==> config.mk <==
export PLATFORM = sky130hd
export DESIGN_NAME = lsu_execute
export DESIGN_NICKNAME = d
export VERILOG_FILES = /design/src/isa_pkg.sv /design/src/lsu_execute.sv
export VERILOG_INCLUDE_DIRS = /design/src
export SDC_FILE = /design/constraint.sdc
export NUM_CORES = 1
export LEC_CHECK = 0
export BUFFER_PORTS_ARGS = -buffer_cell sky130_fd_sc_hd__buf_2
export CORE_ASPECT_RATIO = 0.7
export CORE_MARGIN = 3
export CORE_UTILIZATION = 45
export CTS_CLUSTER_SIZE = 24
export DETAILED_ROUTE_END_ITERATION = 10
export PLACE_DENSITY_LB_ADDON = 0.08
export SLEW_MARGIN = 20
export SYNTH_ARGS = -nofsm -noshare
export SYNTH_HDL_FRONTEND = slang
export SYNTH_SLANG_ARGS = --single-unit
==> constraint.sdc <==
create_clock -name clk -period 5.3 [get_ports clk]
set_clock_uncertainty 0.1 [all_clocks]
set_input_delay 1.06 -clock clk [delete_from_list [all_inputs] [get_ports clk]]
set_output_delay 1.06 -clock clk [all_outputs]
set_load 0.02 [all_outputs]
==> src/mem_defs.svh <==
`ifndef MEM_DEFS_SVH
`define MEM_DEFS_SVH

////////////////////////////////////////////////////////////
// Datapath widths
////////////////////////////////////////////////////////////

// Instruction and data word
`define DATA_W 16

// External SRAM address bus
`define ADDR_W 16

// Architectural registers
`define NREGS 8

////////////////////////////////////////////////////////////
// SRAM timing
////////////////////////////////////////////////////////////

// Clocks spent in each of the three access phases
`define RAM_PHASE 2

`endif

==> src/isa_pkg.sv <==
`default_nettype none

`include "mem_defs.svh"

package isa_pkg;

	// Major opcode in the top five bits of every word
	typedef enum logic [4:0] {
		LI = 5'b01101,
		LW = 5'b10011,
		SW = 5'b11011
	} opcode_t;

	typedef logic [$clog2(`NREGS)-1:0] reg_idx_t;

	// Load/store form: base register, data register, 5-bit offset
	typedef struct packed {
		opcode_t opcode;
		reg_idx_t rx;
		reg_idx_t ry;
		logic [4:0] imm5;
	} insn_rri_t;

	// Immediate form: destination register and 8-bit constant
	typedef struct packed {
		opcode_t opcode;
		reg_idx_t rx;
		logic [7:0] imm8;
	} insn_ri_t;

	// Same 16 bits, view picked by opcode
	typedef union packed {
		insn_rri_t rri;
		insn_ri_t ri;
	} insn_u;

endpackage

`default_nettype wire

==> src/lsu_execute.sv <==
`timescale 1ns/1ns
`default_nettype none

`include "mem_defs.svh"

module lsu_execute (
	input wire clk,
	input wire rst,
	input wire dec_valid,
	output logic dec_ready,
	input isa_pkg::opcode_t dec_op,
	input isa_pkg::reg_idx_t dec_rx,
	input isa_pkg::reg_idx_t dec_ry,
	input wire [`DATA_W-1:0] dec_imm,
	input wire dec_illegal,
	output logic exe_req,
	input wire exe_gnt,
	output logic exe_wr,
	output logic [`ADDR_W-1:0] exe_addr,
	output logic [`DATA_W-1:0] exe_wdata,
	input wire exe_done,
	input wire [`DATA_W-1:0] exe_rdata,
	output logic ex_valid,
	input wire ex_ready,
	output isa_pkg::reg_idx_t ex_reg,
	output logic [`DATA_W-1:0] ex_data,
	output logic ex_wr,
	output logic ex_illegal,
	input wire wb_en,
	input isa_pkg::reg_idx_t wb_reg,
	input wire [`DATA_W-1:0] wb_data
);

	typedef enum logic [1:0] {M_IDLE, M_REQ, M_WAIT, M_HOLD} mem_st_t;

	mem_st_t mst;
	logic [`DATA_W-1:0] regs [`NREGS];
	logic [`NREGS-1:0] pend;
	isa_pkg::reg_idx_t dst_q;
	logic is_mem;
	logic is_sw;
	logic srcs_free;
	logic out_free;
	logic issue_direct;
	logic mem_finish;
	logic load_ex;
	isa_pkg::reg_idx_t nx_reg;
	logic [`DATA_W-1:0] nx_data;
	logic nx_wr;
	logic nx_illegal;

	assign is_mem = !dec_illegal && (dec_op == isa_pkg::LW || dec_op == isa_pkg::SW);
	assign is_sw = is_mem && (dec_op == isa_pkg::SW);

	// Hazard check on the registers the word actually reads
	assign srcs_free = !((is_mem && pend[dec_rx]) || (is_sw && pend[dec_ry]));
	assign out_free = !ex_valid || ex_ready;

	// Memory ops do not need the output slot until their data is back
	assign dec_ready = (mst == M_IDLE) && srcs_free && (is_mem || out_free);
	assign issue_direct = dec_valid && dec_ready && !is_mem;
	assign mem_finish = ((mst == M_WAIT && exe_done) || mst == M_HOLD) && out_free;
	assign load_ex = issue_direct || mem_finish;
	assign exe_req = (mst == M_REQ);

	always_comb begin
		if (issue_direct) begin
			nx_reg = dec_rx;
			nx_data = dec_illegal ? '0 : dec_imm;
			nx_wr = !dec_illegal;
			nx_illegal = dec_illegal;
		end else begin
			nx_reg = dst_q;
			nx_data = exe_wr ? exe_wdata : exe_rdata;
			nx_wr = !exe_wr;
			nx_illegal = 1'b0;
		end
	end

	////////////////////////////////////////////////////////////
	// Memory op sequencing
	////////////////////////////////////////////////////////////

	always_ff @(posedge clk or negedge rst) begin
		if (!rst) begin
			mst <= M_IDLE;
		end else begin
			case (mst)
				M_IDLE: if (dec_valid && dec_ready && is_mem) mst <= M_REQ;
				M_REQ: if (exe_gnt) mst <= M_WAIT;
				M_WAIT: if (exe_done) mst <= out_free ? M_IDLE : M_HOLD;
				M_HOLD: if (out_free) mst <= M_IDLE;
				default: mst <= M_IDLE;
			endcase
		end
	end

	// Address is base plus offset, captured once at issue
	always_ff @(posedge clk) begin
		if (dec_valid && dec_ready && is_mem) begin
			exe_wr <= is_sw;
			exe_addr <= `ADDR_W'(regs[dec_rx] + dec_imm);
			exe_wdata <= regs[dec_ry];
			dst_q <= dec_ry;
		end
	end

	////////////////////////////////////////////////////////////
	// Register file and scoreboard
	////////////////////////////////////////////////////////////

	always_ff @(posedge clk or negedge rst) begin
		if (!rst) begin
			pend <= '0;
			for (int i = 0; i < `NREGS; i++) begin
				regs[i] <= '0;
			end
		end else begin
			if (wb_en) begin
				regs[wb_reg] <= wb_data;
				pend[wb_reg] <= 1'b0;
			end
			// A new writer of the same register keeps it busy
			if (load_ex && nx_wr) pend[nx_reg] <= 1'b1;
		end
	end

	always_ff @(posedge clk or negedge rst) begin
		if (!rst) begin
			ex_valid <= 1'b0;
		end else if (load_ex) begin
			ex_valid <= 1'b1;
		end else if (ex_ready) begin
			ex_valid <= 1'b0;
		end
	end

	always_ff @(posedge clk) begin
		if (load_ex) begin
			ex_reg <= nx_reg;
			ex_data <= nx_data;
			ex_wr <= nx_wr;
			ex_illegal <= nx_illegal;
		end
	end

	// Controller may sample the request on any cycle before it grants
	a_req_stable: assert property (@(posedge clk) disable iff (!rst)
		exe_req && !exe_gnt |=> $stable(exe_addr) && $stable(exe_wr));

endmodule

`default_nettype wire

==> metrics.txt <==
status=complete, no violations; dominant cell type by area after synthesis=dfrtp_1; Setup TNS=0 ns; Crit. Startpoint=dec_rx[1]; final worst path period share=0.8039; Peak VDD IR=~240 uV; CTS resizes=0; fmax=about 230 MHz; GRT Total Usage=0.2147; FF+latch area=~5200 um2; die area=about 25,000 um2; Worst Hold Class=register to register; Final Core Density=0.5371; CTS root buffer=clkbuf_16; asr flop ratio synth=0.7092; vias in the first global route=~6,700; CP max FO=27; fin cells=roughly 1,100; Clock Tree Buf Depth=2; routability cong.=0.9135; register area share after synthesis=0.5086; Inst Count DP=approximately 1,100; CP Class=primary input to primary output; grt ovf=0; Clock Sinks=just under 200; H-Tree Level Count=4; CTS clock-pin slew for the worst setup and hold paths=approximately 0.07 ns; R2R cell count=11; initial antenna violation count=3; Netlist Area Pre-Place=about 10,000 um2; core area=21,960 um2; Vias=~6,500; multi-input gate area in the final layout=approximately 4800 um2; Filler Cells Inserted=approximately 1,800; actual slew at the worst max-slew pin=just over 1 ns; # port buffers=roughly 130; layout cells sized above 1=0.5099; Diodes inserted=0; worst setup path endpoint=dec_ready; num ports=127; Critical Path AT=just over 3 ns; RSZ-0062 raised after global routing=no; number of synthesized flops with an enable pin=between 50 and 60; Starting Density=0.4647; Die Span Y=about 130 um; largest net degree at the start of global routing=52; Worst EP required=just over 4 ns; Num CTS Buffers=17; post-synth top area share=0.3409; slew margin rel.=0.3296; kind of end point of the critical path=primary output; Total Power=4866 uW; commonest non-fill, non-tap cells in the layout=158 x mux2_2, 139 x dfrtp_1, 125 x buf_2; final setup fails=0; Max Slew Vio Count=0; Post-CTS Setup Bufs=0; post-DR wirelength/cell=between 20 and 25 um; main flop type after synthesis=dfrtp_1; Worst Setup Start Kind=primary input; Final ANT Viol Nets=0; Synth cell types=53; nets=885; Max Cap Viol=0; Leak Pwr=between 0.004 and 0.005 uW; Vias/cell=about 6; reg-to-reg endpoint=exe_addr[14]; Reg with most FFs=regs; Final Hold Fails=0; TritonCTS clock tree=yes; Synth Instances=~670; Starting DRT DRC Count=roughly 500; syn avg cell area=between 15 and 20 um2; first-pass GRT wire length=39.54 mm; minimum clock period=approximately 4.3 ns; Area Growth Syn to Fin=15.59%; Hold Buf Count CTS=0; Finished Cell Area=11,790 um2; Power Density=around 410 nW/um2; FF+latch count, synth=196; Post-Syn Nets=760; WL final=25.91 mm; HPWL after DPL=17.74 mm; TritonRoute pass-1 iters=5; std cell rows=45; RR Startpoint=regs[0]; most common cell after layout, fill and taps aside=mux2_2; Post-DP Area=between 10,000 and 15,000 um2; Yosys Warn Count=0; Synth area leaders=dfrtp_1 34%, mux2_2 17%, edfxtp_1 17%, mux4_2 15%, mux2i_1 2.1%; clk_lat worst skew=approximately 0.43 ns; max reg flops=128; Reg2Reg Setup Slack=about 2 ns; DRC errors left=0; die width=186.0 um
where the power goes:
group          internal [uW]  switching [uW]
registers               1930             210
logic                    717             685
clock network            753             569
total                   3400            1460
cells by family (layout without fill, tap and decap cells):
group,Yosys count,in the layout,synth area share
AOI/OAI and AO/OA,74,74,0.04733
xor gates and xnor gates,12,12,0.01030
adders and majority gates,16,16,0.02036
buffers and inverters,49,187,0.01950
DFF,196,196,0.5086
muxes,247,247,0.3451
and+or+nand+nor,80,80,0.04881
worst min-delay path by stage:
stage	from	end	slack (ns)	cells after the start
final	pend[5]	pend[5]	0.42	1
after global routing	regs[124]	regs[124]	0.45	1
after CTS	pend[5]	pend[5]	0.42	1
after detailed placement	pend[5]	pend[5]	0.40	1
after global placement	pend[5]	pend[5]	0.40	1
after floorplan	pend[5]	pend[5]	0.38	1
stage by stage:
step	setup WS [ns]	hold WS (ns)
detailed placement	0.7968	0.4041
global route	0.9384	0.4456
finish	1.039	0.4201
global placement	0.8710	0.3952
floorplan	0.1302	0.3768
CTS	1.037	0.4203
layout make-up:
class | count | area share
Sequential cell | 196 | 0.4401
Multi-Input combinational cell | 429 | 0.4092
Timing Repair Buffer | 145 | 0.06684
Clock buffer | 19 | 0.03756
Tap cell | 282 | 0.02992
Clock inverter | 13 | 0.01326
Inverter | 10 | 0.003183
synthesized netlist by cell type, drive strengths merged (2+ instances only):
cell and count:
and2 3, mux2 158, xnor2 11, edfxtp 57, a31o 4, inv 10
ha 15, o31ai 3, a21oi 11, o21ai 29, buf 12, nand2b 2
nor3b 3, dfrtp 139, a21o 4, nand3 9, mux2i 21, nand3b 16
o2111a 2, clkbuf 27, or3 2, nor4 2, nor3 5, mux4 68
nor2b 10, a211oi 2, nand4b 2, nand2 11, a22o 4, nor2 11
o21a 5
layer usage:
layer  share of wire  GRT usage  vias up
met2            0.44     0.3126      233
met4          0.0064    0.03059        6
met1            0.47     0.3238     3374
met5          0.0013          0        -
li1                -          -     2879
met3           0.081    0.07060       22
worst max-delay path: stages:
cell	delay, ns
buf_2	0.60
mux4_2	0.60
mux2i_1	0.22
o21ai_0	0.17
nor4_1	0.24
buf_2	0.21
Power figures use the tool's default switching activity.
