===== src/mem_defs.svh =====
`ifndef MEM_DEFS_SVH
`define MEM_DEFS_SVH

////////////////////////////////////////////////////////////
// Datapath widths
////////////////////////////////////////////////////////////

// Instruction and data word
`define DATA_W 16

// External SRAM address bus
`define ADDR_W 16

// Architectural registers
`define NREGS 8

////////////////////////////////////////////////////////////
// SRAM timing
////////////////////////////////////////////////////////////

// Clocks spent in each of the three access phases
`define RAM_PHASE 2

`endif


===== src/isa_pkg.sv =====
`default_nettype none

`include "mem_defs.svh"

package isa_pkg;

	// Major opcode in the top five bits of every word
	typedef enum logic [4:0] {
		LI = 5'b01101,
		LW = 5'b10011,
		SW = 5'b11011
	} opcode_t;

	typedef logic [$clog2(`NREGS)-1:0] reg_idx_t;

	// Load/store form: base register, data register, 5-bit offset
	typedef struct packed {
		opcode_t opcode;
		reg_idx_t rx;
		reg_idx_t ry;
		logic [4:0] imm5;
	} insn_rri_t;

	// Immediate form: destination register and 8-bit constant
	typedef struct packed {
		opcode_t opcode;
		reg_idx_t rx;
		logic [7:0] imm8;
	} insn_ri_t;

	// Same 16 bits, view picked by opcode
	typedef union packed {
		insn_rri_t rri;
		insn_ri_t ri;
	} insn_u;

endpackage

`default_nettype wire


===== src/lsu_decode.sv =====
`timescale 1ns/1ns
`default_nettype none

`include "mem_defs.svh"

module lsu_decode (
	input wire clk,
	input wire rst,
	input wire in_valid,
	output logic in_ready,
	input wire [`DATA_W-1:0] in_insn,
	output logic dec_valid,
	input wire dec_ready,
	output isa_pkg::opcode_t dec_op,
	output isa_pkg::reg_idx_t dec_rx,
	output isa_pkg::reg_idx_t dec_ry,
	output logic [`DATA_W-1:0] dec_imm,
	output logic dec_illegal
);

	isa_pkg::insn_u word;
	logic is_li;
	logic known;
	logic [`DATA_W-1:0] imm;

	assign word = in_insn;
	assign is_li = (word.rri.opcode == isa_pkg::LI);
	assign known = word.rri.opcode inside {isa_pkg::LI, isa_pkg::LW, isa_pkg::SW};

	// LI takes imm8 as unsigned, loads and stores sign-extend imm5
	assign imm = is_li ? {{(`DATA_W-8){1'b0}}, word.ri.imm8}
		: {{(`DATA_W-5){word.rri.imm5[4]}}, word.rri.imm5};

	// Output register frees up when it is empty or being drained
	assign in_ready = !dec_valid || dec_ready;

	always_ff @(posedge clk or negedge rst) begin
		if (!rst) begin
			dec_valid <= 1'b0;
		end else if (in_ready) begin
			dec_valid <= in_valid;
		end
	end

	always_ff @(posedge clk) begin
		if (in_valid && in_ready) begin
			dec_op <= word.rri.opcode;
			dec_rx <= word.rri.rx;
			dec_ry <= word.rri.ry;
			dec_imm <= imm;
			dec_illegal <= !known;
		end
	end

endmodule

`default_nettype wire


===== config.mk =====
export PLATFORM = sky130hd
export DESIGN_NAME = lsu_decode
export DESIGN_NICKNAME = d
export VERILOG_FILES = /design/src/isa_pkg.sv /design/src/lsu_decode.sv
export VERILOG_INCLUDE_DIRS = /design/src
export SDC_FILE = /design/constraint.sdc
export NUM_CORES = 1
export LEC_CHECK = 0
export BUFFER_PORTS_ARGS = -buffer_cell sky130_fd_sc_hd__buf_2
export CAP_MARGIN = 30
export CORE_MARGIN = 2
export CORE_UTILIZATION = 40
export CTS_BUF_LIST = sky130_fd_sc_hd__clkbuf_16
export DETAILED_ROUTE_END_ITERATION = 12
export PLACE_DENSITY = 0.78
export SLEW_MARGIN = 20
export SYNTH_ARGS = -nofsm -noshare
export SYNTH_HDL_FRONTEND = slang
export SYNTH_SLANG_ARGS = --single-unit

===== constraint.sdc =====
create_clock -name clk -period 1.9 [get_ports clk]
set_clock_uncertainty 0.2 [all_clocks]
set_input_delay 0.285 -clock clk [delete_from_list [all_inputs] [get_ports clk]]
set_output_delay 0.285 -clock clk [all_outputs]
set_load 0.005 [all_outputs]

==> results.tsv, run 1 <==
metric	value	unit
cts_setup_buffers	0	
num-fill-cells	165	
wl_per_cell	11.1	um
clk_path_buf_depth	2	
finalPower	1.08	mW
report.final.slew_viol_count	0	
ant_nets	0	
syn_nets	60	
grt_pass1_wl	2.13	mm
drtIter0Drc	2	
setup_viol	0	
vias_per_cell	4.40	
place_congestion	0.704	
maxSlewHeadroom	76.5	%
tightest_slew	353	ps
seq_power_share	52.7	%
htreeDepth	1	
period_needed	1510	ps
cts_tree	built	
cp-start-kind	register	
grt_remaining_overflow	0	
net-switching-power	0.191	mW
critical_path_buf_inv_count	1	
p_per_area	961	nW/um^2
die_h	48.5	um
netlist_area	793	um^2
yosys_warnings	0	
syn2layout_area_growth	42.3	%
drive_gt1_share	62.5	%
critical_path.top_delay_family	simple AND/OR/NAND/NOR gates	
final_net_count	109	
final_cell_mix	buf_2 (49), edfxtp_1 (21), a31o_1 (3), clkbuf_16 (3), nand2b_1 (2)	
design.portCount	50	
status	finished, final reports clean	
fin_setup_tns	0	ps
grt_pass1_vias	494	
drcViolationCount	0	
rsz0062_at_grt	no	
peakVddDrop	0.595	mV
die_x	48.5	um
hp-class	primary input to register	
io_buffers	49	
critPathMaxFanout	15	
start_util	41.3	%
grt_usage	12.2	%
yosysSeqAreaShare	82.6	%
num_rows	16	
grt_max_degree	16	
critPathRequiredTime	1660	ps
first_pass_iters	2	
cts_buffers	3	
die_area	2360	um^2
fp.coreArea	1920	um^2
cts.clk_slew.worst_paths	50	ps
clock-sinks	22	
final_common_cell	buf_2	
fmax	0.663	GHz
antenna_found_initial	0	
power_leakage	0.484	nW
avgSynthCellArea	19.8	um^2
swShare	17.7	%
hold_viol	0	
crit_slowest_cell	dfrtp_1	
power.internal	0.893	mW
p_comb_share	8.4	%
path_cells	nand2b_1, and2_1, buf_12	
clkLatencyLatePin	240	ps
num_vias	506	
clkPwrFrac	38.9	%
cp.arrival	1270	ps
ys_types	11	
maxCapViolations	0	
period_share	79.4	%
critPathMaxStageDelay	370	ps
diodes	0	
totalWireLength	1.28	mm
cp-end-kind	register	
synthCells	40	
crit_type	register to register	
ys_ff_latch	22	
root_buffer	clkbuf_16	
==> synth_stat cells (all sizes together) <==
library cell   n  area [um^2]
a21boi         1         11.3
a31o           3         26.3
and2           1         6.26
and4bb         1         16.3
buf            7         52.6
dfrtp          1         25.0
edfxtp        21          631
nand2          1         3.75
nand2b         2         12.5
nor2           1         3.75
o21ai          1         5.00
==> kinds of logic after synthesis <==
| family | synth area share, % |
|---|---|
| compound gates | 5.36 |
| buf+inv | 6.62 |
| flops | 82.6 |
| simple gates | 5.36 |
==> flip-flops by register name, indices dropped and copies added (netlist names) <==
signal / cells
dec_op: 5
dec_imm: 9
dec_rx: 3
dec_valid: 1
dec_illegal: 1
dec_ry: 3
==> per-stage QoR <==
step                util [%]  worst slack, ps  hold WS [ps]  area, um^2  std cells
finish                  58.7              392          12.2        1130        115
global route            58.7              305          4.67        1130        115
CTS                     58.7              372          9.84        1130        115
detailed placement      54.1              367          -139        1040        110
global placement        54.1              403          -140        1040        110
floorplan                  -              258          -211         793         40
==> worst paths after layout <==
kind,startpoint,end,slack [ps],cells after the start
worst max-delay path,dec_valid$_DFFE_PN0P_,dec_imm[3]$_DFFE_PP_,390,3
worst min-delay path,in_insn[3],dec_imm[3]$_DFFE_PP_,10,1
worst max register to register,dec_valid$_DFFE_PN0P_,dec_imm[3]$_DFFE_PP_,390,3
worst min register to register,dec_valid$_DFFE_PN0P_,dec_valid$_DFFE_PN0P_,320,2
max in group asynchronous,rst,dec_valid$_DFFE_PN0P_,1270,2
min in group asynchronous,rst,dec_valid$_DFFE_PN0P_,150,2
==> repair_timing <==
action	4_1_cts	5_1_grt
hold endpoints to repair	1	0
resized for setup	0	0
hold buffers	1	0
==> layer usage <==
metal | vias up | wire, um | global-route usage, %
met4 | 0 | 21 | 7.14
met3 | 2 | 122 | 4.32
met1 | 232 | 460 | 12.2
met5 | - | 0 | 0
met2 | 28 | 677 | 21.8
li1 | 244 | - | -
==> layout make-up <==
cell class	instances	area, um^2	share of cell area, %
Multi-Input combinational cell	11	85.1	7.54
Timing Repair Buffer	51	275	24.4
Sequential cell	22	656	58.1
Clock buffer	3	75.1	6.65
Clock inverter	1	3.75	0.333
Tap cell	27	33.8	2.99
==> power groups by stage <==
stage / Sequential (mW) / Clock (mW) / Combinational (mW)
global route: 0.574 / 0.454 / 0.101
global placement: 0.581 / 0 / 0.0894
floorplan: 0.586 / 0 / 0.0317
detailed placement: 0.581 / 0 / 0.0913
finish: 0.571 / 0.422 / 0.0914
CTS: 0.572 / 0.430 / 0.0929
Power figures use the tool's default switching activity.
==> run 2, diff against run 1 <==
Clock period 1.9 ns to 1.5 ns, I/O delays scaled along.
==> run 2 against run 1 <==
  * Register-to-register slack worse by 230 ps
  * Global-route usage increased by 1.3 points
  * Die area stayed put
  * Highest routed layer is now met3
==> results.tsv, run 2 (same netlist as run 1, synthesis figures left out) <==
metric	value	unit	change
htreeDepth	1		unchanged
power_leakage	0.544	nW	was 0.484 nW
cp-start-kind	primary input		was register
cp-end-kind	register		unchanged
period_needed	1430	ps	
root_buffer	clkbuf_16		unchanged
fin_setup_tns	0	ps	unchanged
utilization	66.1	%	was 58.7%
hold_viol	0		unchanged
clk_path_buf_depth	2		unchanged
crit_slowest_cell	dlygate4sd3_1		was dfrtp_1
cts_buffers	3		unchanged
fp.coreArea	1920	um^2	unchanged
place_inst	109		was 110
regArea	656	um^2	unchanged
peakVddDrop	0.863	mV	was 0.595 mV
startpoint	in_insn[4]		was dec_valid$_DFFE_PN0P_
drive_gt1_share	53.4	%	was 62.5%
hp-class	primary input to register		unchanged
fin_hold_ws	48.7	ps	was 12.2 ps
grt_usage	13.5	%	was 12.2%
tightest_slew	262	ps	was 353 ps
num-fill-cells	152		was 165
diodes	0		unchanged
num_vias	564		was 506
path_depth	4		was 3
clkLatencyLatePin	240	ps	about the same
drcViolationCount	0		unchanged
final_common_cell	buf_2		unchanged
critical_path_buf_inv_count	2		was 1
start_util	41.3	%	unchanged
first_pass_iters	4		was 2
drtIter0Drc	7		was 2
worst_slack	67.3	ps	was 392 ps
die_h	48.5	um	unchanged
r2r-start	dec_valid$_DFFE_PN0P_		unchanged
multi_input_area	87.6	um^2	was 85.1 um^2
largest_reg_flops	9		unchanged
place_area	1020	um^2	was 1040 um^2
path_cells	dlygate4sd3_1, buf_2, a21boi_2, a31o_1		was nand2b_1, and2_1, buf_12
die_x	48.5	um	unchanged
critPathMaxStageDelay	530	ps	was 370 ps
status	finished, final reports clean		unchanged
design.portCount	50		unchanged
setup_viol	0		unchanged
final_cells	130		was 115
wl_per_cell	11.0	um	was 11.1 um
cts_tree	built		unchanged
finalPower	1.40	mW	was 1.08 mW
maxSlewHeadroom	82.6	%	was 76.5%
final_net_count	124		was 109
regMostFlops	dec_imm		unchanged
final_cell_mix	buf_2 (49), edfxtp_1 (21), dlygate4sd3_1 (17), a31o_1 (3), clkbuf_16 (3)		was buf_2 (49), edfxtp_1 (21), a31o_1 (3), clkbuf_16 (3), nand2b_1 (2)
p_per_area	1100	nW/um^2	was 961 nW/um^2
critPathRequiredTime	1300	ps	was 1660 ps
clock-sinks	22		unchanged
cts_setup_buffers	0		unchanged
grt_max_degree	22		was 16
final_cell_area	1270	um^2	was 1130 um^2
grt_remaining_overflow	0		unchanged
num_rows	16		unchanged
rr_endpoint	dec_imm[3]$_DFFE_PP_		unchanged
syn2layout_area_growth	60.3	%	was 42.3%
cp-endpoint	dec_imm[6]$_DFFE_PP_		was dec_imm[3]$_DFFE_PP_
cp.arrival	1240	ps	was 1270 ps
hold_depth	1		unchanged
maxCapViolations	0		unchanged
fmax	0.698	GHz	
period_share	95.5	%	
grt_pass1_wl	2.37	mm	was 2.13 mm
ant_nets	0		unchanged
crit_type	primary input to register		was register to register
cts.clk_slew.worst_paths	50	ps	about the same
report.final.slew_viol_count	0		unchanged
rrSetupSlack	160	ps	was 390 ps
largestRegisters	dec_imm: 9 flops, dec_op: 5 flops		unchanged
critPathMaxFanout	4		was 15
antenna_found_initial	0		unchanged
grt_pass1_vias	544		was 494
critical_path.top_delay_family	buffers and inverters		was simple AND/OR/NAND/NOR gates
rr_worst_depth	2		was 3
die_area	2360	um^2	unchanged
rsz0062_at_grt	no		unchanged
totalWireLength	1.43	mm	was 1.28 mm
io_buffers	49		unchanged
vias_per_cell	4.34		was 4.40
place_ws	11.1	ps	was 367 ps
place_congestion	0.731		was 0.704
run 2: cell count changes in the layout (fill, tap and decap cells not counted):
cell,before,now
buf_12,1,0
and2_1,1,0
dlygate4sd3_1,1,17
and2_4,0,1
run 2: area by class of cell:
type,count,area share [%]
clock buffer,3,5.91
clock inverter,1,0.295
multi-input combinational,11,6.89
tap,27,2.66
timing repair buffer,66,32.7
sequential,22,51.6
run 2: worst reg2reg max path: cells and delay by family, from the launching register on:
| family | cells | cell delay, ps |
|---|---|---|
| AND/OR/NAND/NOR | 2 | 440 |
| flip-flops | 1 | 380 |
run 2: how the worst min path moves through the flow:
stage	from	endpoint	slack, ps
after floorplan	rst	dec_valid$_DFFE_PN0P_	-270
after global placement	rst	dec_valid$_DFFE_PN0P_	-200
final	in_insn[11]	dec_op[0]$_DFFE_PP_	50
after global routing	in_insn[11]	dec_op[0]$_DFFE_PP_	60
after CTS	in_insn[11]	dec_op[0]$_DFFE_PP_	50
after detailed placement	rst	dec_valid$_DFFE_PN0P_	-200
run 2: repair_timing:
item | in CTS | in global routing
endpoints found under the hold margin | 17 | 0
resized for setup | 1 | 0
hold buffers | 17 | 0
endpoints found under the setup margin | 21 | 0
run 2: report_power, final:
group          total, mW  internal [mW]  switching, mW  leakage, nW
registers          0.723          0.714        0.00876        0.209
clock network      0.533          0.354          0.180       0.0423
logic              0.143         0.0844         0.0584        0.292
total               1.40           1.15          0.247        0.544
run 2: layer usage:
| layer | global-route usage (%) | part of all wire [%] |
|---|---|---|
| met5 | 0 | 0 |
| met4 | 5.71 | 0 |
| met3 | 2.78 | 6.1 |
| met2 | 27.1 | 58 |
| met1 | 13.0 | 36 |
