### config.mk
export PLATFORM = sky130hd
export DESIGN_NAME = lsu_result
export DESIGN_NICKNAME = d
export VERILOG_FILES = /design/src/isa_pkg.sv /design/src/lsu_result.sv
export VERILOG_INCLUDE_DIRS = /design/src
export SDC_FILE = /design/constraint.sdc
export NUM_CORES = 1
export LEC_CHECK = 0
export ABC_AREA = 1
export BUFFER_PORTS_ARGS = -buffer_cell sky130_fd_sc_hd__buf_2
export CORE_ASPECT_RATIO = 0.8
export CORE_MARGIN = 1.5
export CORE_UTILIZATION = 40
export CTS_CLUSTER_DIAMETER = 80
export CTS_CLUSTER_SIZE = 28
export DETAILED_ROUTE_END_ITERATION = 8
export GPL_TIMING_DRIVEN = 0
export HOLD_SLACK_MARGIN = 0.05
export PLACE_DENSITY_LB_ADDON = 0.25
export SLEW_MARGIN = 30
export SYNTH_ARGS = -nofsm -noshare
export SYNTH_HDL_FRONTEND = slang
export SYNTH_SLANG_ARGS = --single-unit
### constraint.sdc
create_clock -name clk -period 3.82 [get_ports clk]
set_input_delay 1.146 -clock clk [delete_from_list [all_inputs] [get_ports clk]]
set_output_delay 1.146 -clock clk [all_outputs]
set_load 0.005 [all_outputs]
### src/mem_defs.svh
`ifndef MEM_DEFS_SVH
`define MEM_DEFS_SVH

////////////////////////////////////////////////////////////
// Datapath widths
////////////////////////////////////////////////////////////

// Instruction and data word
`define DATA_W 16

// External SRAM address bus
`define ADDR_W 16

// Architectural registers
`define NREGS 8

////////////////////////////////////////////////////////////
// SRAM timing
////////////////////////////////////////////////////////////

// Clocks spent in each of the three access phases
`define RAM_PHASE 2

`endif

### src/isa_pkg.sv
`default_nettype none

`include "mem_defs.svh"

package isa_pkg;

	// Major opcode in the top five bits of every word
	typedef enum logic [4:0] {
		LI = 5'b01101,
		LW = 5'b10011,
		SW = 5'b11011
	} opcode_t;

	typedef logic [$clog2(`NREGS)-1:0] reg_idx_t;

	// Load/store form: base register, data register, 5-bit offset
	typedef struct packed {
		opcode_t opcode;
		reg_idx_t rx;
		reg_idx_t ry;
		logic [4:0] imm5;
	} insn_rri_t;

	// Immediate form: destination register and 8-bit constant
	typedef struct packed {
		opcode_t opcode;
		reg_idx_t rx;
		logic [7:0] imm8;
	} insn_ri_t;

	// Same 16 bits, view picked by opcode
	typedef union packed {
		insn_rri_t rri;
		insn_ri_t ri;
	} insn_u;

endpackage

`default_nettype wire

### src/lsu_result.sv
`timescale 1ns/1ns
`default_nettype none

`include "mem_defs.svh"

module lsu_result (
	input wire clk,
	input wire rst,
	input wire ex_valid,
	output logic ex_ready,
	input isa_pkg::reg_idx_t ex_reg,
	input wire [`DATA_W-1:0] ex_data,
	input wire ex_wr,
	input wire ex_illegal,
	output logic wb_en,
	output isa_pkg::reg_idx_t wb_reg,
	output logic [`DATA_W-1:0] wb_data,
	output logic res_valid,
	input wire res_ready,
	output isa_pkg::reg_idx_t res_reg,
	output logic [`DATA_W-1:0] res_data,
	output logic res_wr,
	output logic res_illegal
);

	assign ex_ready = !res_valid || res_ready;

	// Register write happens on the entry edge itself
	assign wb_en = ex_valid && ex_ready && ex_wr;
	assign wb_reg = ex_reg;
	assign wb_data = ex_data;

	always_ff @(posedge clk or negedge rst) begin
		if (!rst) begin
			res_valid <= 1'b0;
		end else if (ex_ready) begin
			res_valid <= ex_valid;
		end
	end

	always_ff @(posedge clk) begin
		if (ex_valid && ex_ready) begin
			res_reg <= ex_reg;
			res_data <= ex_data;
			res_wr <= ex_wr;
			res_illegal <= ex_illegal;
		end
	end

endmodule

`default_nettype wire

==> results by group, run 1 <==
Run status
  • Status: finished, final reports clean

Floorplanning
  • Die area: 0.00236 mm²
  • Initial core utilization: a little over two fifths
  • Std cell rows: 14
  • Core Area: roughly 0.0019 mm²
  • Die height: approximately 44 µm
  • DIE WIDTH: between 50 and 60 µm
  • Ports: 68

Setup path
  • CP Capture Type: primary output
  • Largest fanout on the critical path: 3
  • Cells along the critical path: buf_2 -> inv_1 -> nand2_2 -> nand2_2 -> nor2_2 -> buf_2
  • Worst EP required: roughly 2.7 ns
  • Crit path kind: in -> out
  • Critical path's largest stage delay: 0.11 ns
  • CP arrival: 1.58 ns
  • Startpoint class of the critical path: input port
  • Worst Path Buf+Inv: 3
  • CP top delay family: buffers and inverters
  • Crit-path slowest cell: buf_2

Placed design
  • Placed wire-length estimate: 1.17 mm
  • Port buffer count: 67
  • Pre-CTS setup slack: approximately 1.1 ns
  • GPL Wtd Cong: 0.675

Yosys
  • Post-synthesis simple-gate area fraction: 2.71%
  • Post-synthesis adder-cell area fraction: 0%
  • Post-synthesis sequential area ratio: 78.8%
  • Synth unique cells: 7
  • Synthesized flop and latch total: 22
  • Synth top area share: 75.8%
  • Synth Area in Compound Gates: 0%
  • Yosys warning count: 0
  • Syn Nets: 73
  • Mapped Cells: 48
  • Synthesized area: 832 µm²
  • XOR/XNOR Fraction of Synth Area: 0%
  • Mux cell area share after synthesis: 0%
  • Mean Syn Cell Area: 17.3 µm²
  • Top cells by area, synth: edfxtp_1 (76%), buf_4 (17%), dfrtp_1 (3.0%)
  • Synth area leader: edfxtp_1
  • Largest family of logic cells by synthesized area: buffers and inverters

Finish
  • Final Net Count: 145
  • Commonest non-fill, non-tap cell in the layout: buf_2
  • Antenna cells: 0
  • Area delta synth->final: 47.1%
  • Most frequent cells in the layout: buf_2 (67), edfxtp_1 (21), buf_4 (19), inv_1 (3), clkbuf_4 (3)
  • Layout cells sized above 1: 77.3%
  • Max reg flops: 16
  • Fillers: ~160

STA
  • Final setup viols: 0
  • Fin Clk Skew: about 0.0038 ns
  • Worst slew margin: between 40% and 50%
  • Final hold vios: 0
  • Least-Margin Pin Slew: 0.779 ns
  • Hold slack: 0.526 ns
  • Fmax: 0.367 GHz
  • Tcrit/Tclk final: 71.4%
  • Fin crit period: 2.73 ns
  • Worst setup margin: roughly 1.1 ns
  • RSZ-0062 raised after global routing: false
  • Pins over their slew limit: 0
  • Final setup TNS: 0 ns

Global route
  • Initial antenna violation count: 0
  • Vias in the first global route: 525
  • Largest net degree at the start of global routing: 22
  • Gr usage total: 12.9%
  • Global route overflow: 0
  • Global-route wire length before repair: 2.11 mm

Clock network
  • Max H-tree Level: 1
  • Clock Tree Root: clkbuf_4
  • Postcts setup bufs: 0
  • Post-cts resize count: 0
  • Clock tree sinks: 22
  • Worst-path clk slew: 0.10 ns
  • CTS tree: done
  • Worst skew pair latency: 0.29 ns
  • Clock Path Buffers: 2
  • Post-CTS Hold Buffers: 0
  • Num CTS Buffers: 3

Power and ir drop
  • Pwr Total: 0.452 mW
  • PD cells: 369 mW/mm²
  • Leakage power: 0.612 nW
  • VDD IR max: approximately 250 µV

Routing
  • Routed vias: around 580
  • DRC: 0
  • DRT Wirelength: 1.45 mm
  • TritonRoute pass-1 iters: 1
  • Routed vias/inst: 4.02
  • Avg WL per Cell: around 10 µm
  • DRT antenna net count: 0
  • DR iter-0 viols: 0

Run
  • Max_cap viols: 0

Min path
  • Hold Path Class: reg -> reg
## layout make-up
class / count / area [µm²] / area share (%)
Sequential cell: 22 / 656 / 53.6
Multi-Input combinational cell: 4 / 22.5 / 1.84
Timing Repair Buffer: 67 / 335 / 27.4
Inverter: 3 / 11.3 / 0.920
Buffer: 19 / 143 / 11.7
Tap cell: 24 / 30.0 / 2.45
Clock inverter: 1 / 3.75 / 0.307
Clock buffer: 3 / 22.5 / 1.84
## kinds of logic (layout without fill, tap and decap cells)
logic type             count (synthesis)  after routing
and+or+nand+nor                        4              4
DFF                                   22             22
buffers and inverters                 22             93
## path summary, 6_finish.rpt
check	startpoint	end	slack [ns]	cells after the start
setup / recovery	res_ready	wb_en	1.09	6
hold / removal	res_valid	res_valid	0.53	2
setup reg to reg	res_valid	res_data[15]	2.33	3
hold reg to reg	res_valid	res_valid	0.53	2
max in group asynchronous	rst	res_valid	3.13	1
min in group asynchronous	rst	res_valid	0.61	1
## per-layer routing
layer  vias to the layer above  track usage, %  wire, µm
met2                        44            23.7       729
li1                        286               -         -
met1                       243            12.9       515
met3                         2            6.55       191
met5                         -               0         0
met4                         0            3.00        10
## worst reg2reg max path: cells and delay by family (launching register included)
kind          cells  cell delay [ns]
buf+inv           1             0.57
flops             1             0.40
simple gates      2             0.16
## Yosys cell counts (all sizes together)
| library cell | n |
|---|---|
| edfxtp | 21 |
| buf | 19 |
| inv | 3 |
| nand2 | 3 |
| dfrtp | 1 |
| nor2 | 1 |
## through the flow
stage | instances | util (%) | area, µm²
floorplan | 48 | - | 832
global placement | 139 | 62.1 | 1200
detailed placement | 139 | 62.1 | 1200
CTS | 143 | 63.5 | 1220
global route | 143 | 63.5 | 1220
finish | 143 | 63.5 | 1220
## power by group
part | switching [mW] | total [mW] | internal, mW
Combinational | 0.0286 | 0.0669 | 0.0383
Clock | 0.0615 | 0.0995 | 0.0380
Sequential | 0.00326 | 0.286 | 0.282
No activity file was read; power rests on OpenSTA's default activity.
==> inputs of run 2 (changes only) <==
--- a/config.mk
+++ b/config.mk
@@ -10,7 +10,7 @@
 export BUFFER_PORTS_ARGS = -buffer_cell sky130_fd_sc_hd__buf_2
 export CORE_ASPECT_RATIO = 0.8
 export CORE_MARGIN = 1.5
-export CORE_UTILIZATION = 40
+export CORE_UTILIZATION = 37
 export CTS_CLUSTER_DIAMETER = 80
 export CTS_CLUSTER_SIZE = 28
 export DETAILED_ROUTE_END_ITERATION = 8
==> constraint.sdc (replaced) <==
create_clock -name clk -period 2.7 [get_ports clk]
set_input_delay 0.81 -clock clk [delete_from_list [all_inputs] [get_ports clk]]
set_output_delay 0.81 -clock clk [all_outputs]
set_load 0.005 [all_outputs]
==> results by group, run 2 (same netlist as run 1, synthesis figures left out) <==
Run status
  • Status: finished, final reports clean (unchanged)

STA
  • Worst slew margin: 47.8% (was 48.0%)
  • Fin crit period: 2.05 ns
  • Final setup viols: 0 (unchanged)
  • Pins over their slew limit: 0 (unchanged)
  • RSZ-0062 raised after global routing: false (unchanged)
  • Fin Clk Skew: 0.00167 ns (was 0.00382 ns)
  • Final hold vios: 0 (unchanged)
  • Tcrit/Tclk final: 75.9%
  • Final setup TNS: 0 ns (unchanged)
  • Least-Margin Pin Slew: 0.782 ns (was 0.779 ns)
  • Fmax: 0.488 GHz

Setup path
  • Crit-path slowest cell: buf_2 (unchanged)
  • Largest fanout on the critical path: 3 (unchanged)
  • Critical path's largest stage delay: 0.11 ns (about the same)
  • Cells along the critical path: buf_2 -> inv_1 -> nand2_2 -> nand2_2 -> nor2_2 -> buf_2 (unchanged)
  • Crit path kind: in -> out (unchanged)
  • Worst R2R Path Depth: 3 (unchanged)
  • Reg2reg setup slack: 1.20 ns (was 2.33 ns)
  • Worst r2r dst: res_data[5] (was res_data[15])
  • Startpoint class of the critical path: input port (unchanged)
  • Worst EP required: 1.89 ns (was 2.67 ns)
  • Critical R2R Launch: res_valid (unchanged)
  • CP Capture Type: primary output (unchanged)
  • CP arrival: 1.24 ns (was 1.58 ns)
  • Critical Path End: wb_en (unchanged)
  • Origin of the worst setup path: res_ready (unchanged)

Finish
  • Max reg flops: 16 (unchanged)
  • Commonest non-fill, non-tap cell in the layout: buf_2 (unchanged)
  • Layout cells sized above 1: 77.3% (unchanged)
  • Most frequent cells in the layout: buf_2 (67), edfxtp_1 (21), buf_4 (19), inv_1 (3), clkbuf_4 (3) (unchanged)
  • Final instance area: 0.00122 mm² (about the same)
  • Final Net Count: 145 (unchanged)
  • Antenna cells: 0 (unchanged)
  • Area delta synth->final: 47.2% (was 47.1%)

Floorplanning
  • Std cell rows: 15 (was 14)
  • DIE WIDTH: 56.0 µm (was 54.0 µm)
  • Die area: 0.00254 mm² (was 0.00236 mm²)
  • Core Area: 0.00214 mm² (was 0.00193 mm²)
  • Die height: 45.4 µm (was 43.8 µm)
  • Initial core utilization: 38.9% (was 43.2%)
  • Ports: 68 (unchanged)

Clock network
  • Clock Path Buffers: 2 (unchanged)
  • Worst-path clk slew: 0.11 ns (was 0.10 ns)
  • Clock Tree Root: clkbuf_4 (unchanged)
  • CTS tree: done (unchanged)
  • Postcts setup bufs: 0 (unchanged)
  • Post-cts resize count: 0 (unchanged)
  • Num CTS Buffers: 3 (unchanged)
  • Max H-tree Level: 1 (unchanged)
  • Post-CTS Hold Buffers: 0 (unchanged)
  • Clock tree sinks: 22 (unchanged)
  • Worst skew pair latency: 0.29 ns (about the same)

Global route
  • Global-route wire length before repair: 2.15 mm (was 2.11 mm)
  • Gr usage total: 11.7% (was 12.9%)
  • Largest net degree at the start of global routing: 22 (unchanged)
  • Vias in the first global route: 512 (was 525)
  • Initial antenna violation count: 0 (unchanged)
  • Global route overflow: 0 (unchanged)

Routing
  • Routed vias/inst: 4.02 (about the same)
  • DRT antenna net count: 0 (unchanged)
  • DRT Wirelength: 1.40 mm (was 1.45 mm)
  • TritonRoute pass-1 iters: 4 (was 1)
  • Routed vias: 579 (was 575)
  • DRC: 0 (unchanged)
  • Avg WL per Cell: 9.73 µm (was 10.1 µm)
  • DR iter-0 viols: 5 (was 0)

Power and ir drop
  • Leakage power: 0.612 nW (unchanged)
  • Switching portion of total power: 21.0% (was 20.7%)
  • VDD IR max: 482 µV (was 246 µV)
  • PD cells: 524 mW/mm² (was 369 mW/mm²)
  • Psw: 0.135 mW (was 0.0933 mW)
  • Clk pwr share: 22.4% (was 22.0%)
  • Sequential share of power: 63.0% (was 63.2%)
  • Power Internal: 0.507 mW (was 0.359 mW)
  • Comb pwr share: 14.6% (was 14.8%)

Run
  • Max_cap viols: 0 (unchanged)

Placed design
  • Port buffer count: 67 (unchanged)
  • GPL Wtd Cong: 0.662 (was 0.675)
  • Area after DPL: 0.00120 mm² (about the same)

Min path
  • Hold Path Class: in -> async (was reg -> reg)
[run 2: power by group through the flow]
stage / Clock (mW) / Sequential, mW / Combinational [mW]
floorplan: 0 / 0.416 / 0.0345
finish: 0.144 / 0.404 / 0.0938
CTS: 0.153 / 0.405 / 0.0958
global placement: 0 / 0.412 / 0.0938
detailed placement: 0 / 0.413 / 0.0955
global route: 0.164 / 0.407 / 0.104
[run 2: worst max-delay path: cells and delay by family]
kind | cells | cell delay, ns
AND/OR/NAND/NOR | 3 | 0.17
buffers and inverters | 3 | 0.25
[run 2: per-layer routing]
metal | GRT usage [%] | vias up | share of wire, % | wire length, µm
met4 | 4.29 | 0 | 0.86 | 12
met3 | 7.39 | 2 | 14 | 195
li1 | - | 286 | - | -
met1 | 12.6 | 249 | 39 | 544
met2 | 19.3 | 42 | 46 | 648
met5 | 0 | - | 0 | 0
[run 2: through the flow]
step                      cells  hold slack, ns  total power, mW  utilization [%]  setup WS (ns)
final                       144           0.263            0.642             57.3          0.652
after global routing        144           0.228            0.676             57.3          0.600
after CTS                   144           0.246            0.654             57.3          0.646
after detailed placement    140           0.519            0.508             56.0          0.649
after global placement      140           0.503            0.506             56.0          0.659
after floorplan              48           0.514            0.451                -          0.832
[run 2: how the worst min path moves through the flow]
stage,endpoint,slack [ns],cells after the start
after floorplan,res_valid,0.51,0
after global placement,res_valid,0.50,2
after detailed placement,res_valid,0.52,2
after CTS,res_valid,0.25,1
after global routing,res_valid,0.23,1
final,res_valid,0.26,1
[run 2: cell type report]
type / count / area [µm²]
inverter: 3 / 11.3
clock buffer: 3 / 22.5
fill: 176 / 915
sequential: 22 / 656
timing repair buffer: 67 / 335
multi-input combinational: 4 / 22.5
clock inverter: 1 / 3.75
buffer: 19 / 143
tap: 25 / 31.3
==> inputs of run 3 (changes only) <==
--- a/config.mk
+++ b/config.mk
@@ -6,11 +6,11 @@
 export SDC_FILE = /design/constraint.sdc
 export NUM_CORES = 1
 export LEC_CHECK = 0
-export ABC_AREA = 1
+export ABC_AREA = 0
 export BUFFER_PORTS_ARGS = -buffer_cell sky130_fd_sc_hd__buf_2
 export CORE_ASPECT_RATIO = 0.8
 export CORE_MARGIN = 1.5
-export CORE_UTILIZATION = 37
+export CORE_UTILIZATION = 33
 export CTS_CLUSTER_DIAMETER = 80
 export CTS_CLUSTER_SIZE = 28
 export DETAILED_ROUTE_END_ITERATION = 8
==> constraint.sdc (replaced) <==
create_clock -name clk -period 1.8 [get_ports clk]
set_input_delay 0.54 -clock clk [delete_from_list [all_inputs] [get_ports clk]]
set_output_delay 0.54 -clock clk [all_outputs]
set_load 0.005 [all_outputs]
==> results by group, run 3 <==
Setup path
  • Worst Path Buf+Inv: 1 (was 3)
  • Startpoint class of the critical path: register (was input port)
  • Largest fanout on the critical path: 4 (was 3)
  • CP arrival: 1.06 ns (was 1.24 ns)
  • CP Capture Type: primary output (unchanged)
  • Cells along the critical path: nand2b_4 -> and3_1 -> buf_2 (was buf_2 -> inv_1 -> nand2_2 -> nand2_2 -> nor2_2 -> buf_2)
  • CP top delay family: flip-flops (was buffers and inverters)
  • Crit-path slowest cell: dfrtp_1 (was buf_2)
  • Worst EP required: 1.26 ns (was 1.89 ns)
  • Crit path kind: reg -> out (was in -> out)
  • Critical path's largest stage delay: 0.41 ns (was 0.11 ns)

Run
  • Max_cap viols: 0 (unchanged)

Routing
  • DRC: 0 (unchanged)
  • DRT Wirelength: 1.38 mm (was 1.40 mm)
  • Routed vias: 584 (was 579)
  • Routed vias/inst: 3.82 (was 4.02)
  • DRT antenna net count: 0 (unchanged)
  • Avg WL per Cell: 9.03 µm (was 9.73 µm)
  • DR iter-0 viols: 9 (was 5)
  • TritonRoute pass-1 iters: 3 (was 4)

Yosys
  • Post-synthesis adder-cell area fraction: 0% (unchanged)
  • Most frequent cell after synthesis: edfxtp_1 (unchanged)
  • Post-synth ARST share: 4.55% (unchanged)
  • Post-synthesis simple-gate area fraction: 3.92% (was 2.71%)
  • Mux cell area share after synthesis: 0% (unchanged)
  • Synthesized area: 831 µm² (was 832 µm²)
  • EDFF count, synth: 21 (unchanged)
  • Synth Area in Compound Gates: 0% (unchanged)
  • Mapped Cells: 45 (was 48)
  • Synthesized flop and latch total: 22 (unchanged)
  • Syn Nets: 70 (was 73)
  • Largest family of logic cells by synthesized area: buffers and inverters (unchanged)
  • Synth area leader: edfxtp_1 (unchanged)
  • Synth top area share: 75.9% (was 75.8%)
  • Synth unique cells: 7 (unchanged)
  • Top cells by area, synth: edfxtp_1 (76%), buf_4 (17%), dfrtp_1 (3.0%) (unchanged)
  • XOR/XNOR Fraction of Synth Area: 0% (unchanged)
  • Top_reg_cell synth: edfxtp_1 (unchanged)
  • Post-synthesis sequential area ratio: 78.9% (was 78.8%)
  • Mean Syn Cell Area: 18.5 µm² (was 17.3 µm²)
  • Yosys warning count: 0 (unchanged)
  • Synth top cells by count: edfxtp_1 (21), buf_4 (19) (was edfxtp_1 (21), buf_4 (19), inv_1 (3))

Floorplanning
  • Die area: 0.00283 mm² (was 0.00254 mm²)
  • Initial core utilization: 34.3% (was 38.9%)
  • Ports: 68 (unchanged)
  • Std cell rows: 16 (was 15)
  • DIE WIDTH: 59.1 µm (was 56.0 µm)
  • Core Area: 0.00242 mm² (was 0.00214 mm²)
  • Die height: 47.9 µm (was 45.4 µm)

Power and ir drop
  • PD cells: 765 mW/mm² (was 524 mW/mm²)
  • Pwr Total: 0.955 mW (was 0.642 mW)
  • Leakage power: 0.605 nW (was 0.612 nW)
  • VDD IR max: 580 µV (was 482 µV)

Clock network
  • Clock Tree Root: clkbuf_4 (unchanged)
  • Postcts setup bufs: 0 (unchanged)
  • Worst-path clk slew: 0.11 ns (about the same)
  • Clock tree sinks: 22 (unchanged)
  • Worst skew pair latency: 0.30 ns (was 0.29 ns)
  • Max H-tree Level: 1 (unchanged)
  • Clock Path Buffers: 2 (unchanged)
  • Num CTS Buffers: 3 (unchanged)
  • CTS tree: done (unchanged)
  • Post-cts resize count: 0 (unchanged)

Placed design
  • Placed wire-length estimate: 1.06 mm
  • Port buffer count: 67 (unchanged)
  • GPL Wtd Cong: 0.659 (was 0.662)
  • Post-Place Cells: 148 (was 140)

Global route
  • Global-route wire length before repair: 1.81 mm (was 2.15 mm)
  • Initial antenna violation count: 0 (unchanged)
  • Largest net degree at the start of global routing: 22 (unchanged)
  • Vias in the first global route: 441 (was 512)
  • Gr usage total: 9.25% (was 11.7%)
  • Global route overflow: 0 (unchanged)

Run status
  • Status: finished, final reports clean (unchanged)

STA
  • Final setup viols: 0 (unchanged)
  • Tcrit/Tclk final: 88.8%
  • Final hold vios: 0 (unchanged)
  • RSZ-0062 raised after global routing: false (unchanged)
  • Fin Clk Skew: 0.00129 ns (was 0.00167 ns)
  • Fmax: 0.625 GHz
  • Pins over their slew limit: 0 (unchanged)
  • Fin crit period: 1.60 ns
  • Worst slew margin: 67.4% (was 47.8%)
  • Least-Margin Pin Slew: 0.490 ns (was 0.782 ns)

Finish
  • Most frequent cells in the layout: buf_2 (67), edfxtp_1 (21), buf_4 (19), clkbuf_4 (3) (was buf_2 (67), edfxtp_1 (21), buf_4 (19), inv_1 (3), clkbuf_4 (3))
  • Fillers: 222 (was 176)
  • Storage element area: 656 µm² (unchanged)
  • Final non-filler cell total: 153 (was 144)
  • Antenna cells: 0 (unchanged)
  • Commonest non-fill, non-tap cell in the layout: buf_2 (unchanged)
  • Max reg flops: 16 (unchanged)
  • Area taken by multi-input logic gates: 33.8 µm² (was 22.5 µm²)
  • Layout cells sized above 1: 77.8% (was 77.3%)
  • Area delta synth->final: 50.3% (was 47.2%)
  • Final Net Count: 143 (was 145)

Min path
  • Hold Path Class: in -> reg (was in -> async)
[run 3: power breakdown]
part / internal [mW] / leakage [nW] / total, mW / switching [mW]
logic: 0.0814 / 0.379 / 0.135 / 0.0532
registers: 0.594 / 0.211 / 0.600 / 0.00652
clock network: 0.0808 / 0.0154 / 0.220 / 0.140
[run 3: layer usage]
layer  track usage (%)  up-vias  share of wire [%]
met2              14.7       49                 43
met4              2.73        0                  0
met3              7.30        0                 16
met5                 0        -                  0
met1              9.64      251                 41
li1                  -      284                  -
[run 3: worst paths after layout]
check | slack, ns | start | to | cells past startpoint
worst max-delay path | 0.20 | res_valid | wb_en | 3
worst min-delay path | 0.41 | ex_illegal | res_illegal | 1
worst max register to register | 0.48 | res_valid | res_data[8] | 2
worst min register to register | 0.57 | res_valid | res_valid | 2
max in group asynchronous | 1.19 | rst | res_valid | 2
min in group asynchronous | 0.53 | rst | res_valid | 2
[run 3: through the flow]
| step | cell area [µm²] | utilization [%] | worst slack [ns] | setup TNS (ns) | hold WS [ns] |
|---|---|---|---|---|---|
| after detailed placement | 1210 | 50.0 | -0.118 | -2.47 | 0.320 |
| after global routing | 1250 | 51.5 | 0.139 | 0 | 0.388 |
| after global placement | 1210 | 50.0 | -0.0601 | -1.25 | 0.316 |
| final | 1250 | 51.5 | 0.201 | 0 | 0.408 |
| after CTS | 1250 | 51.5 | 0.134 | 0 | 0.390 |
| after floorplan | 831 | - | 0.201 | 0 | 0.244 |
[run 3: timing repair]
action | 4_1_cts | 5_1_grt
setup endpoints to repair | 0 | 0
hold endpoints to repair | 1 | 0
hold buffers | 1 | 0
[run 3: area by class of cell]
| cell class | count | area share [%] |
|---|---|---|
| repair buffers | 68 | 27.7 |
| multi-input cells | 4 | 2.71 |
| clock inverters | 1 | 0.301 |
| plain buffers | 19 | 11.4 |
| well taps | 36 | 3.61 |
| clock buffers | 3 | 1.80 |
| flip-flops and latches | 22 | 52.5 |
[run 3: logic make-up (layout without fill, tap and decap cells)]
| group | after synthesis | after routing |
|---|---|---|
| buffers and inverters | 19 | 91 |
| DFF | 22 | 22 |
| and+or+nand+nor | 4 | 4 |
